[src/rtl/st_mem_pkg.sv]
/* shared widths, memory map constants and enums for the ST memory glue
   imported by wildcard in every RTL module header and in the testbench */

package st_mem_pkg;

	// bus geometry
	localparam int ADDR_W = 23;        // word address, bits 23:1
	localparam int DATA_W = 16;        // 68000 data bus
	localparam int CTRL_W = 32;        // io controller system control word

	// hits on the viking window before the card takes over video
	localparam logic [7:0] VIKING_HITS = 8'd255;

	// top six address bits (23:18) of the viking video window
	localparam logic [5:0] VIKING_BASE_ST = 6'b110000;  // $c00000, 256k
	localparam logic [5:0] VIKING_BASE_HI = 6'b111010;  // $e80000, steroids

	// upload address prefixes that tell the tos size
	localparam logic [5:0] TOS192_TAG = 6'b111111;  // $fc0000 old 192k tos
	localparam logic [3:0] TOS256_TAG = 4'hE;       // $e00000 ste tos

	// system control word layout
	localparam int CTRL_RAM_LSB    = 1;   // 3 bit ram size code
	localparam int CTRL_STE_BIT    = 23;
	localparam int CTRL_MSTE_BIT   = 24;
	localparam int CTRL_VIKING_BIT = 28;

	// installed st ram
	typedef enum logic [2:0] {
		RAM_512K = 3'd0,
		RAM_1M   = 3'd1,
		RAM_2M   = 3'd2,
		RAM_4M   = 3'd3,
		RAM_8M   = 3'd4,
		RAM_14M  = 3'd5
	} ram_size_e;

	// sdram bus slot as driven by the mcu
	typedef enum logic [1:0] {
		SLOT_PRE   = 2'd0,   // cpu precycle, upload strobe sampled here
		SLOT_CPU   = 2'd1,
		SLOT_VIDEO = 2'd2,   // shifter or viking fetch
		SLOT_IDLE  = 2'd3
	} bus_slot_e;

endpackage

[src/rtl/sdram_req_mux.sv]
/* picks the sdram request source per bus slot (upload, viking fetch or ram
   cycle), checks ram cycles against the installed window, remaps rom-2 */

`timescale 1ns/1ps

module sdram_req_mux import st_mem_pkg::*; (
	input  logic              clk_32,
	input  logic              xsint,
	input  bus_slot_e         bus_slot_i,
	input  ram_size_e         ram_size_i,
	input  logic              steroids_i,
	input  logic              viking_enable_i,
	input  logic              viking_active_i,
	input  logic              ras_n_i,
	input  logic [ADDR_W:1]   ram_addr_i,
	input  logic              ram_we_n_i,
	input  logic              ram_uds_i,
	input  logic              ram_lds_i,
	input  logic [DATA_W-1:0] ram_din_i,
	input  logic              dio_download_i,
	input  logic [ADDR_W:1]   dio_addr_i,
	input  logic [DATA_W-1:0] dio_data_i,
	input  logic              upload_wr_i,
	input  logic              viking_read_i,
	input  logic [ADDR_W:1]   viking_addr_i,
	input  logic              rom2_n_i,
	input  logic [ADDR_W:1]   cpu_addr_i,
	input  logic              tos192k_i,
	output logic [ADDR_W:1]   sdram_addr_o,
	output logic              sdram_req_o,
	output logic              sdram_we_o,
	output logic [1:0]        sdram_ds_o,       // {uds, lds}
	output logic [DATA_W-1:0] sdram_din_o,
	output logic [ADDR_W:1]   rom_addr_o
);

	logic ras_n_q;
	logic ram_req;
	logic ram_en;
	logic upload_sel;
	logic viking_sel;

	always_ff @(posedge clk_32 or negedge xsint) begin
		if (!xsint)
			ras_n_q <= 1'b1;  // no edge straight out of reset
		else
			ras_n_q <= ras_n_i;
	end

	// falling ras edge, address 0 is the reset vector read from rom
	assign ram_req = ras_n_q && !ras_n_i && (|ram_addr_i);

	always_comb begin
		case (ram_size_i)
			RAM_512K: ram_en = (ram_addr_i[23:19] == 5'b00000);
			RAM_1M:   ram_en = (ram_addr_i[23:20] == 4'b0000);
			RAM_2M:   ram_en = (ram_addr_i[23:21] == 3'b000);
			RAM_4M:   ram_en = (ram_addr_i[23:22] == 2'b00);
			RAM_8M:   ram_en = !ram_addr_i[23];
			RAM_14M:  ram_en = (ram_addr_i[23:21] != 3'b111);  // up to $dfffff
			default:  ram_en = 1'b0;
		endcase
		// viking video ram, 256k at $c0 or 512k at $e8
		if (viking_enable_i && !steroids_i && (ram_addr_i[23:18] == VIKING_BASE_ST))
			ram_en = 1'b1;
		if (viking_enable_i && steroids_i && (ram_addr_i[23:19] == VIKING_BASE_HI[5:1]))
			ram_en = 1'b1;
	end

	assign upload_sel = (bus_slot_i == SLOT_CPU) && dio_download_i;
	assign viking_sel = (bus_slot_i == SLOT_VIDEO) && viking_active_i && viking_read_i;

	always_comb begin
		if (upload_sel) begin
			sdram_addr_o = dio_addr_i;
			sdram_req_o  = upload_wr_i;   // cpu is held off during upload
			sdram_we_o   = 1'b1;
			sdram_ds_o   = 2'b11;         // full words
		end else if (viking_sel) begin
			sdram_addr_o = viking_addr_i;  // takes over the shifter slot
			sdram_req_o  = 1'b1;
			sdram_we_o   = !ram_we_n_i;
			sdram_ds_o   = {ram_uds_i, ram_lds_i};
		end else begin
			sdram_addr_o = ram_addr_i;
			sdram_req_o  = ram_req && ram_en;
			sdram_we_o   = !ram_we_n_i;
			sdram_ds_o   = {ram_uds_i, ram_lds_i};
		end
	end

	assign sdram_din_o = dio_download_i ? dio_data_i : ram_din_i;

	// rom-2 lives where the tos image was uploaded
	always_comb begin
		if (rom2_n_i)
			rom_addr_o = cpu_addr_i;
		else if (tos192k_i)
			rom_addr_o = {4'hF, 2'b11, cpu_addr_i[17:1]};  // $fc0000
		else
			rom_addr_o = {4'hE, 2'b00, cpu_addr_i[17:1]};  // $e00000
	end

endmodule

[src/rtl/st_cfg_decode.sv]
/* latches the io controller's system control word and decodes ram size,
   steroids mode and viking enable, one clock behind the input */

`timescale 1ns/1ps

module st_cfg_decode import st_mem_pkg::*; (
	input  logic              clk_32,
	input  logic              xsint,
	input  logic [CTRL_W-1:0] sys_ctrl_i,
	output ram_size_e         ram_size_o,
	output logic              steroids_o,
	output logic              viking_enable_o
);

	logic [2:0] size_code;
	ram_size_e  size_dec;
	logic       steroids_dec;
	logic       viking_dec;

	assign size_code = sys_ctrl_i[CTRL_RAM_LSB +: 3];

	// codes 6 and 7 are not a valid st config, fall back to 512k
	assign size_dec = (size_code > 3'd5) ? RAM_512K : ram_size_e'(size_code);

	// ste and mega ste both set means a ste on steroids
	assign steroids_dec = sys_ctrl_i[CTRL_STE_BIT] & sys_ctrl_i[CTRL_MSTE_BIT];

	// viking video ram sits at $c00000 so 14M excludes it,
	// steroids moves it to $e80000 where it always fits
	assign viking_dec = (sys_ctrl_i[CTRL_VIKING_BIT] && (size_dec <= RAM_8M)) ||
	                    steroids_dec;

	always_ff @(posedge clk_32 or negedge xsint) begin
		if (!xsint) begin
			ram_size_o      <= RAM_512K;  // config latch reads zero
			steroids_o      <= 1'b0;
			viking_enable_o <= 1'b0;
		end else begin
			ram_size_o      <= size_dec;
			steroids_o      <= steroids_dec;
			viking_enable_o <= viking_dec;
		end
	end

endmodule

[src/rtl/st_mem_glue.sv]
/* memory side glue between the st bus controller and an sdram port,
   connects config decode, viking detect, upload tracking and the request mux */

`timescale 1ns/1ps

module st_mem_glue import st_mem_pkg::*; (
	input  logic              clk_32,
	input  logic              xsint,
	input  logic [CTRL_W-1:0] sys_ctrl_i,
	input  logic              clk8_en_i,
	input  bus_slot_e         bus_slot_i,
	input  logic              as_n_i,
	input  logic [ADDR_W:1]   cpu_addr_i,
	input  logic              ras_n_i,
	input  logic [ADDR_W:1]   ram_addr_i,
	input  logic              ram_we_n_i,
	input  logic              ram_uds_i,
	input  logic              ram_lds_i,
	input  logic [DATA_W-1:0] ram_din_i,
	input  logic              dio_download_i,
	input  logic              dio_strobe_i,
	input  logic [ADDR_W:1]   dio_addr_i,
	input  logic [DATA_W-1:0] dio_data_i,
	input  logic              viking_read_i,
	input  logic [ADDR_W:1]   viking_addr_i,
	input  logic              rom2_n_i,
	output logic [ADDR_W:1]   sdram_addr_o,
	output logic              sdram_req_o,
	output logic              sdram_we_o,
	output logic [1:0]        sdram_ds_o,
	output logic [DATA_W-1:0] sdram_din_o,
	output logic [ADDR_W:1]   rom_addr_o,
	output logic              viking_active_o
);

	ram_size_e ram_size;
	logic      steroids;
	logic      viking_enable;
	logic      upload_wr;     // slot aligned upload write
	logic      tos192k;

	st_cfg_decode cfg_i (
		.clk_32          (clk_32),
		.xsint           (xsint),
		.sys_ctrl_i      (sys_ctrl_i),
		.ram_size_o      (ram_size),
		.steroids_o      (steroids),
		.viking_enable_o (viking_enable)
	);

	viking_detect vik_i (
		.clk_32          (clk_32),
		.xsint           (xsint),
		.clk8_en_i       (clk8_en_i),
		.as_n_i          (as_n_i),
		.cpu_addr_i      (cpu_addr_i),
		.viking_enable_i (viking_enable),
		.steroids_i      (steroids),
		.viking_active_o (viking_active_o)  // also steers the mux
	);

	upload_tracker upl_i (
		.clk_32          (clk_32),
		.xsint           (xsint),
		.clk8_en_i       (clk8_en_i),
		.bus_slot_i      (bus_slot_i),
		.dio_download_i  (dio_download_i),
		.dio_strobe_i    (dio_strobe_i),
		.dio_addr_i      (dio_addr_i),
		.upload_wr_o     (upload_wr),
		.tos192k_o       (tos192k)
	);

	sdram_req_mux mux_i (
		.clk_32          (clk_32),
		.xsint           (xsint),
		.bus_slot_i      (bus_slot_i),
		.ram_size_i      (ram_size),
		.steroids_i      (steroids),
		.viking_enable_i (viking_enable),
		.viking_active_i (viking_active_o),
		.ras_n_i         (ras_n_i),
		.ram_addr_i      (ram_addr_i),
		.ram_we_n_i      (ram_we_n_i),
		.ram_uds_i       (ram_uds_i),
		.ram_lds_i       (ram_lds_i),
		.ram_din_i       (ram_din_i),
		.dio_download_i  (dio_download_i),
		.dio_addr_i      (dio_addr_i),
		.dio_data_i      (dio_data_i),
		.upload_wr_i     (upload_wr),
		.viking_read_i   (viking_read_i),
		.viking_addr_i   (viking_addr_i),
		.rom2_n_i        (rom2_n_i),
		.cpu_addr_i      (cpu_addr_i),
		.tos192k_i       (tos192k),
		.sdram_addr_o    (sdram_addr_o),
		.sdram_req_o     (sdram_req_o),
		.sdram_we_o      (sdram_we_o),
		.sdram_ds_o      (sdram_ds_o),
		.sdram_din_o     (sdram_din_o),
		.rom_addr_o      (rom_addr_o)
	);

endmodule

[src/rtl/upload_tracker.sv]
/* turns the io controller's toggle strobe into write pulses aligned to the
   cpu slot, and remembers whether the uploaded tos is the 192k variant */

`timescale 1ns/1ps

module upload_tracker import st_mem_pkg::*; (
	input  logic            clk_32,
	input  logic            xsint,
	input  logic            clk8_en_i,
	input  bus_slot_e       bus_slot_i,
	input  logic            dio_download_i,   // upload in progress
	input  logic            dio_strobe_i,     // flips once per word
	input  logic [ADDR_W:1] dio_addr_i,
	output logic            upload_wr_o,
	output logic            tos192k_o
);

	logic strobe_q;    // strobe level at the last sample
	logic sample;

	// fixed sample point, the next clock is the cpu slot
	assign sample = (bus_slot_i == SLOT_PRE) && clk8_en_i;

	always_ff @(posedge clk_32 or negedge xsint) begin
		if (!xsint) begin
			strobe_q    <= 1'b0;
			upload_wr_o <= 1'b0;
		end else begin
			upload_wr_o <= 1'b0;  // single clock pulse
			if (sample) begin
				strobe_q <= dio_strobe_i;
				if (dio_strobe_i != strobe_q)
					upload_wr_o <= 1'b1;  // new word waiting
			end
		end
	end

	// tos size follows the address range being uploaded to
	always_ff @(posedge clk_32 or negedge xsint) begin
		if (!xsint) begin
			tos192k_o <= 1'b0;
		end else if (dio_download_i) begin
			if (dio_addr_i[ADDR_W -: 6] == TOS192_TAG)
				tos192k_o <= 1'b1;   // $fc0000
			else if (dio_addr_i[ADDR_W -: 4] == TOS256_TAG)
				tos192k_o <= 1'b0;   // $e00000
		end
	end

endmodule

[src/rtl/viking_detect.sv]
/* watches cpu accesses to the viking video window and flags the card active
   once enough hits show the driver is loaded, sticky until reset */

`timescale 1ns/1ps

module viking_detect import st_mem_pkg::*; (
	input  logic            clk_32,
	input  logic            xsint,
	input  logic            clk8_en_i,        // 8 MHz bus enable
	input  logic            as_n_i,
	input  logic [ADDR_W:1] cpu_addr_i,
	input  logic            viking_enable_i,
	input  logic            steroids_i,
	output logic            viking_active_o
);

	logic [7:0] hit_cnt;
	logic [5:0] win_base;
	logic       hit;

	assign win_base = steroids_i ? VIKING_BASE_HI : VIKING_BASE_ST;  // $e8 or $c0

	// one hit per 8 MHz bus cycle with address strobe low
	assign hit = clk8_en_i && !as_n_i && viking_enable_i &&
	             (cpu_addr_i[ADDR_W -: 6] == win_base) &&
	             (hit_cnt < VIKING_HITS);  // saturate

	always_ff @(posedge clk_32 or negedge xsint) begin
		if (!xsint) begin
			hit_cnt         <= 8'd0;
			viking_active_o <= 1'b0;
		end else begin
			if (hit)
				hit_cnt <= hit_cnt + 8'd1;

			// stray probes of the area never get this far
			if (hit_cnt == VIKING_HITS)
				viking_active_o <= 1'b1;
		end
	end

endmodule

[config.mk]
export PLATFORM = sky130hd
export DESIGN_NAME = st_mem_glue
export DESIGN_NICKNAME = d
export VERILOG_FILES = /design/src/rtl/st_mem_pkg.sv /design/src/rtl/sdram_req_mux.sv /design/src/rtl/st_cfg_decode.sv /design/src/rtl/st_mem_glue.sv /design/src/rtl/upload_tracker.sv /design/src/rtl/viking_detect.sv
export SDC_FILE = /design/constraint.sdc
export NUM_CORES = 1
export LEC_CHECK = 0
export ABC_AREA = 1
export BUFFER_PORTS_ARGS = -buffer_cell sky130_fd_sc_hd__buf_2
export CORE_MARGIN = 2
export CORE_UTILIZATION = 25
export CTS_CLUSTER_DIAMETER = 200
export DETAILED_ROUTE_END_ITERATION = 7
export GPL_TIMING_DRIVEN = 0
export MAX_ROUTING_LAYER = met4
export PLACE_DENSITY = 0.66
export SYNTH_ARGS = -nofsm -noshare
export SYNTH_HDL_FRONTEND = slang
export SYNTH_HIERARCHICAL = 1
export SYNTH_SLANG_ARGS = --single-unit
[constraint.sdc]
create_clock -name clk_32 -period 2.5 [get_ports clk_32]
set_input_delay 0.125 -clock clk_32 [delete_from_list [all_inputs] [get_ports clk_32]]
set_output_delay 0.125 -clock clk_32 [all_outputs]
set_load 0.01 [all_outputs]
==> metrics.log <==
INFO  metric worst_slew_pin_slew = 0.4254 ns
INFO  metric dpl-instance-area = 3173 sq um
INFO  metric finalSetupTns = 0 ns
INFO  metric worst-endpoint-required = 2.38 ns
INFO  metric power.static_leakage = 1.909 nW
INFO  metric synthesized_netlist_net_count = 506
INFO  metric post_synthesis_register_bit_count = 18
INFO  metric area_delta_synth_final = 56.48%
INFO  metric routedWlPerCell = 12.75 um
INFO  metric cts_htree_levels = 1
INFO  metric vdd_ir_drop_max = 0.0001623 V
INFO  metric clock_tree_from_tritoncts = yes
INFO  metric initial_utilization = 0.2552
INFO  metric regArea = 451.7 sq um
INFO  metric worst_clock_skew = 0.001957 ns
INFO  metric design.portCount = 237
INFO  metric detail-route-antenna-nets = 0
INFO  metric die-height = 95.12 um
INFO  metric post-place-ws = 0.9864 ns
INFO  metric max-cap-violations = 0
INFO  metric die_area = 9048 sq um
INFO  metric min_period = 1.809 ns
INFO  metric netlist.area_leader.share = 0.2098
INFO  metric first_global_vias = 2386
INFO  metric clock-sinks = 18
INFO  metric postRouteWirelength = 8.146 mm
INFO  metric die-width = 95.12 um
INFO  metric totalPowerFinal = 0.9512 mW
INFO  metric clk_pin_slew_worst_paths = 0.07 ns
INFO  metric core_area = 8134 sq um
INFO  metric timing.rr.end = vik_i/hit_cnt[6]$_DFFE_PN0P_
INFO  metric seq_area_frac_synth = 0.2176
INFO  metric post_layout_inst_area = 3248 sq um
INFO  metric buffer_ports.inserted = 193
INFO  metric yosys.cell_types.count = 30
INFO  metric final_hpwl_dp = 7.015 mm
INFO  metric detail_route.drc_violations = 0
INFO  metric cts.path.max_buffers = 2
INFO  metric final_layout_size_suffix_gt1_frac = 0.4869
INFO  metric critical_path.endpoint = sdram_addr_o[16]
INFO  metric routed-via-count = 2830
INFO  metric r2r_slack = 1.12 ns
INFO  metric rsz0062_at_grt = false
INFO  metric grt_max_degree = 19
INFO  metric antenna_found_initial = 0
INFO  metric grt_pass1_wl = 11.43 mm
INFO  metric critical_path.startpoint = vik_i/viking_active_o$_DFFE_PN0P_
INFO  metric clk_latency = 0.25 ns
INFO  metric worst_reg2reg_path_depth = 8
INFO  metric nFillCells = 883
INFO  metric clock_root_buffer_master = sky130_fd_sc_hd__clkbuf_8
INFO  metric critical_path.max_fanout = 10
INFO  metric fin_nets = 706
INFO  metric post-route-util = 0.3993
INFO  metric hold-path-cell-count = 2
INFO  metric initialDrtViolationCount = 84
INFO  metric syn-cell-area = 2076 sq um
INFO  metric row_count = 33
INFO  metric track_usage = 0.1647
INFO  metric critPathArrivalTime = 1.68 ns
INFO  metric r2r_start = vik_i/hit_cnt[0]$_DFFE_PN0P_
INFO  metric multi_input_comb_area = 1314 sq um
INFO  metric post_synthesis_cell_count = 335
INFO  metric layout_setup_ws = 0.6911 ns
INFO  metric fin_cells = 639
INFO  metric synth_top_area_cells = sky130_fd_sc_hd__nand2_1 (21%), sky130_fd_sc_hd__dfrtp_1 (20%), sky130_fd_sc_hd__nor2_1 (11%)
INFO  metric min_period_over_period = 0.7236
INFO  metric netlist.top_cell.by_area = sky130_fd_sc_hd__nand2_1
INFO  metric worst_slew_margin_rel = 0.7164
INFO  metric maximum_frequency_from_static_timing_analysis = 552.8 MHz
INFO  metric drv_slew = 0
INFO  metric drtPass1Iterations = 4
INFO  metric endpoint_kind = output pin
INFO  metric globalplace.congestion = 0.9065
INFO  metric gr_overflow_total = 0
INFO  metric hold-worst-slack = 0.03971 ns
INFO  metric syn_avg_cell_area = 6.196 sq um
INFO  metric ys_warn_count = 6
INFO  metric cellPowerDensity = 292.9 nW/um^2
INFO  metric placed_cells = 633
INFO  metric setup.worst_path.start_class = flip-flop
INFO  metric post_drt_via_cell_ratio = 4.429
INFO  metric timing.final.setup_violations = 0
INFO  metric crit_type = flip-flop to output pin
INFO  metric min_path_type = input port to flip-flop
INFO  metric outcome = finished clean
INFO  metric antennaDiodeCount = 0
INFO  metric cts_bufs_inserted = 3
INFO  metric finalHoldViolations = 0
[kinds of logic after synthesis]
group / count (synthesis) / share of synthesized area
simple gates: 209 / 0.4322
fa+ha+maj: 1 / 0.006027
mux: 16 / 0.08680
compound gates: 28 / 0.08258
flops: 18 / 0.2176
xor+xnor: 6 / 0.02532
buf+inv: 57 / 0.1495
[registers in the layout, summed over array words and instances, names as in the netlist]
name / count
cfg_i/ram_size_o: 3
cfg_i/steroids_o: 1
cfg_i/viking_enable_o: 1
mux_i/ras_n_q: 1
upl_i/strobe_q: 1
upl_i/tos192k_o: 1
upl_i/upload_wr_o: 1
vik_i/hit_cnt: 8
vik_i/viking_active_o: 1
[layer usage]
metal  global-route usage  up-vias  part of all wire
met5                    -        -                 0
met4              0.04348        0             0.013
met3              0.03083        8             0.097
met2               0.2835      119              0.50
met1               0.1974     1264              0.39
li1                     -     1439                 -
[how the worst min path moves through the flow]
stage                   from                            end  slack, ns
6_report       sys_ctrl_i[2]  cfg_i/ram_size_o[2]$_DFF_PN0_       0.04
5_1_grt        sys_ctrl_i[2]  cfg_i/ram_size_o[2]$_DFF_PN0_       0.04
4_1_cts        sys_ctrl_i[2]  cfg_i/ram_size_o[2]$_DFF_PN0_       0.04
3_5_place_dp           xsint   vik_i/hit_cnt[6]$_DFFE_PN0P_       0.08
3_3_place_gp           xsint   vik_i/hit_cnt[7]$_DFFE_PN0P_       0.07
2_1_floorplan          xsint  cfg_i/ram_size_o[0]$_DFF_PN0_      -0.17
[cells in the mapped netlist]
cell and instances:
sky130_fd_sc_hd__a21boi_0 1, sky130_fd_sc_hd__nand3_4 1, sky130_fd_sc_hd__nand2_2 3, sky130_fd_sc_hd__nand3_1 13
sky130_fd_sc_hd__dfrtp_1 17, sky130_fd_sc_hd__nor2_4 4, sky130_fd_sc_hd__xnor2_1 4, sky130_fd_sc_hd__nand4_1 1
sky130_fd_sc_hd__dfstp_2 1, sky130_fd_sc_hd__a31oi_1 23, sky130_fd_sc_hd__xor2_1 2, sky130_fd_sc_hd__nor2_2 1
sky130_fd_sc_hd__and2_1 1, sky130_fd_sc_hd__inv_2 3, sky130_fd_sc_hd__mux2_2 16, sky130_fd_sc_hd__nand3b_1 1
sky130_fd_sc_hd__buf_2 5, sky130_fd_sc_hd__nor2_1 59, sky130_fd_sc_hd__a21oi_1 2, sky130_fd_sc_hd__or2_1 1
sky130_fd_sc_hd__clkbuf_1 2, sky130_fd_sc_hd__buf_6 3, sky130_fd_sc_hd__buf_4 18, sky130_fd_sc_hd__inv_1 26
sky130_fd_sc_hd__o21ai_0 1, sky130_fd_sc_hd__ha_1 1, sky130_fd_sc_hd__nand2_1 116, sky130_fd_sc_hd__o21ai_1 1
sky130_fd_sc_hd__or2_2 5, sky130_fd_sc_hd__nand3_2 3
[final cells by class]
class / count / share of cell area
buffer: 28 / 0.06202
tap: 105 / 0.04045
timing repair buffer: 195 / 0.3035
clock buffer: 4 / 0.01695
multi-input combinational: 260 / 0.4045
inverter: 29 / 0.03351
sequential: 18 / 0.1391
[report_power, final]
part,switching (mW),internal [mW],leakage (nW)
clock,0.0972,0.140,0.0288
combinational,0.195,0.204,1.64
sequential,0.0107,0.305,0.238
total,0.302,0.649,1.91
[placed cells by master (no fill, tap or decap), drive strengths merged]
cell type    count
a21boi           1
a21oi            2
a31oi           23
and2             1
buf            219
clkbuf           6
dfrtp           17
dfstp            1
dlygate4sd3      2
ha               1
inv             29
mux2            16
nand2          119
nand3           17
nand3b           1
nand4            1
nor2            64
o21ai            2
or2              6
xnor2            4
xor2             2
[critical path, stage by stage, from the launching register on]
cell and delay, ns:
sky130_fd_sc_hd__dfrtp_1 0.42, sky130_fd_sc_hd__nand3_2 0.16, sky130_fd_sc_hd__clkbuf_1 0.37, sky130_fd_sc_hd__nand2_1 0.09, sky130_fd_sc_hd__a31oi_1 0.21, sky130_fd_sc_hd__buf_2 0.17
[timing repair]
item / 4_1_cts / 5_1_grt
hold buffers: 2 / 0
endpoints found under the hold margin: 18 / 0
buffers inserted: 0 / 0
resized for setup: 0 / 0
No activity file was read; power rests on OpenSTA's default activity.
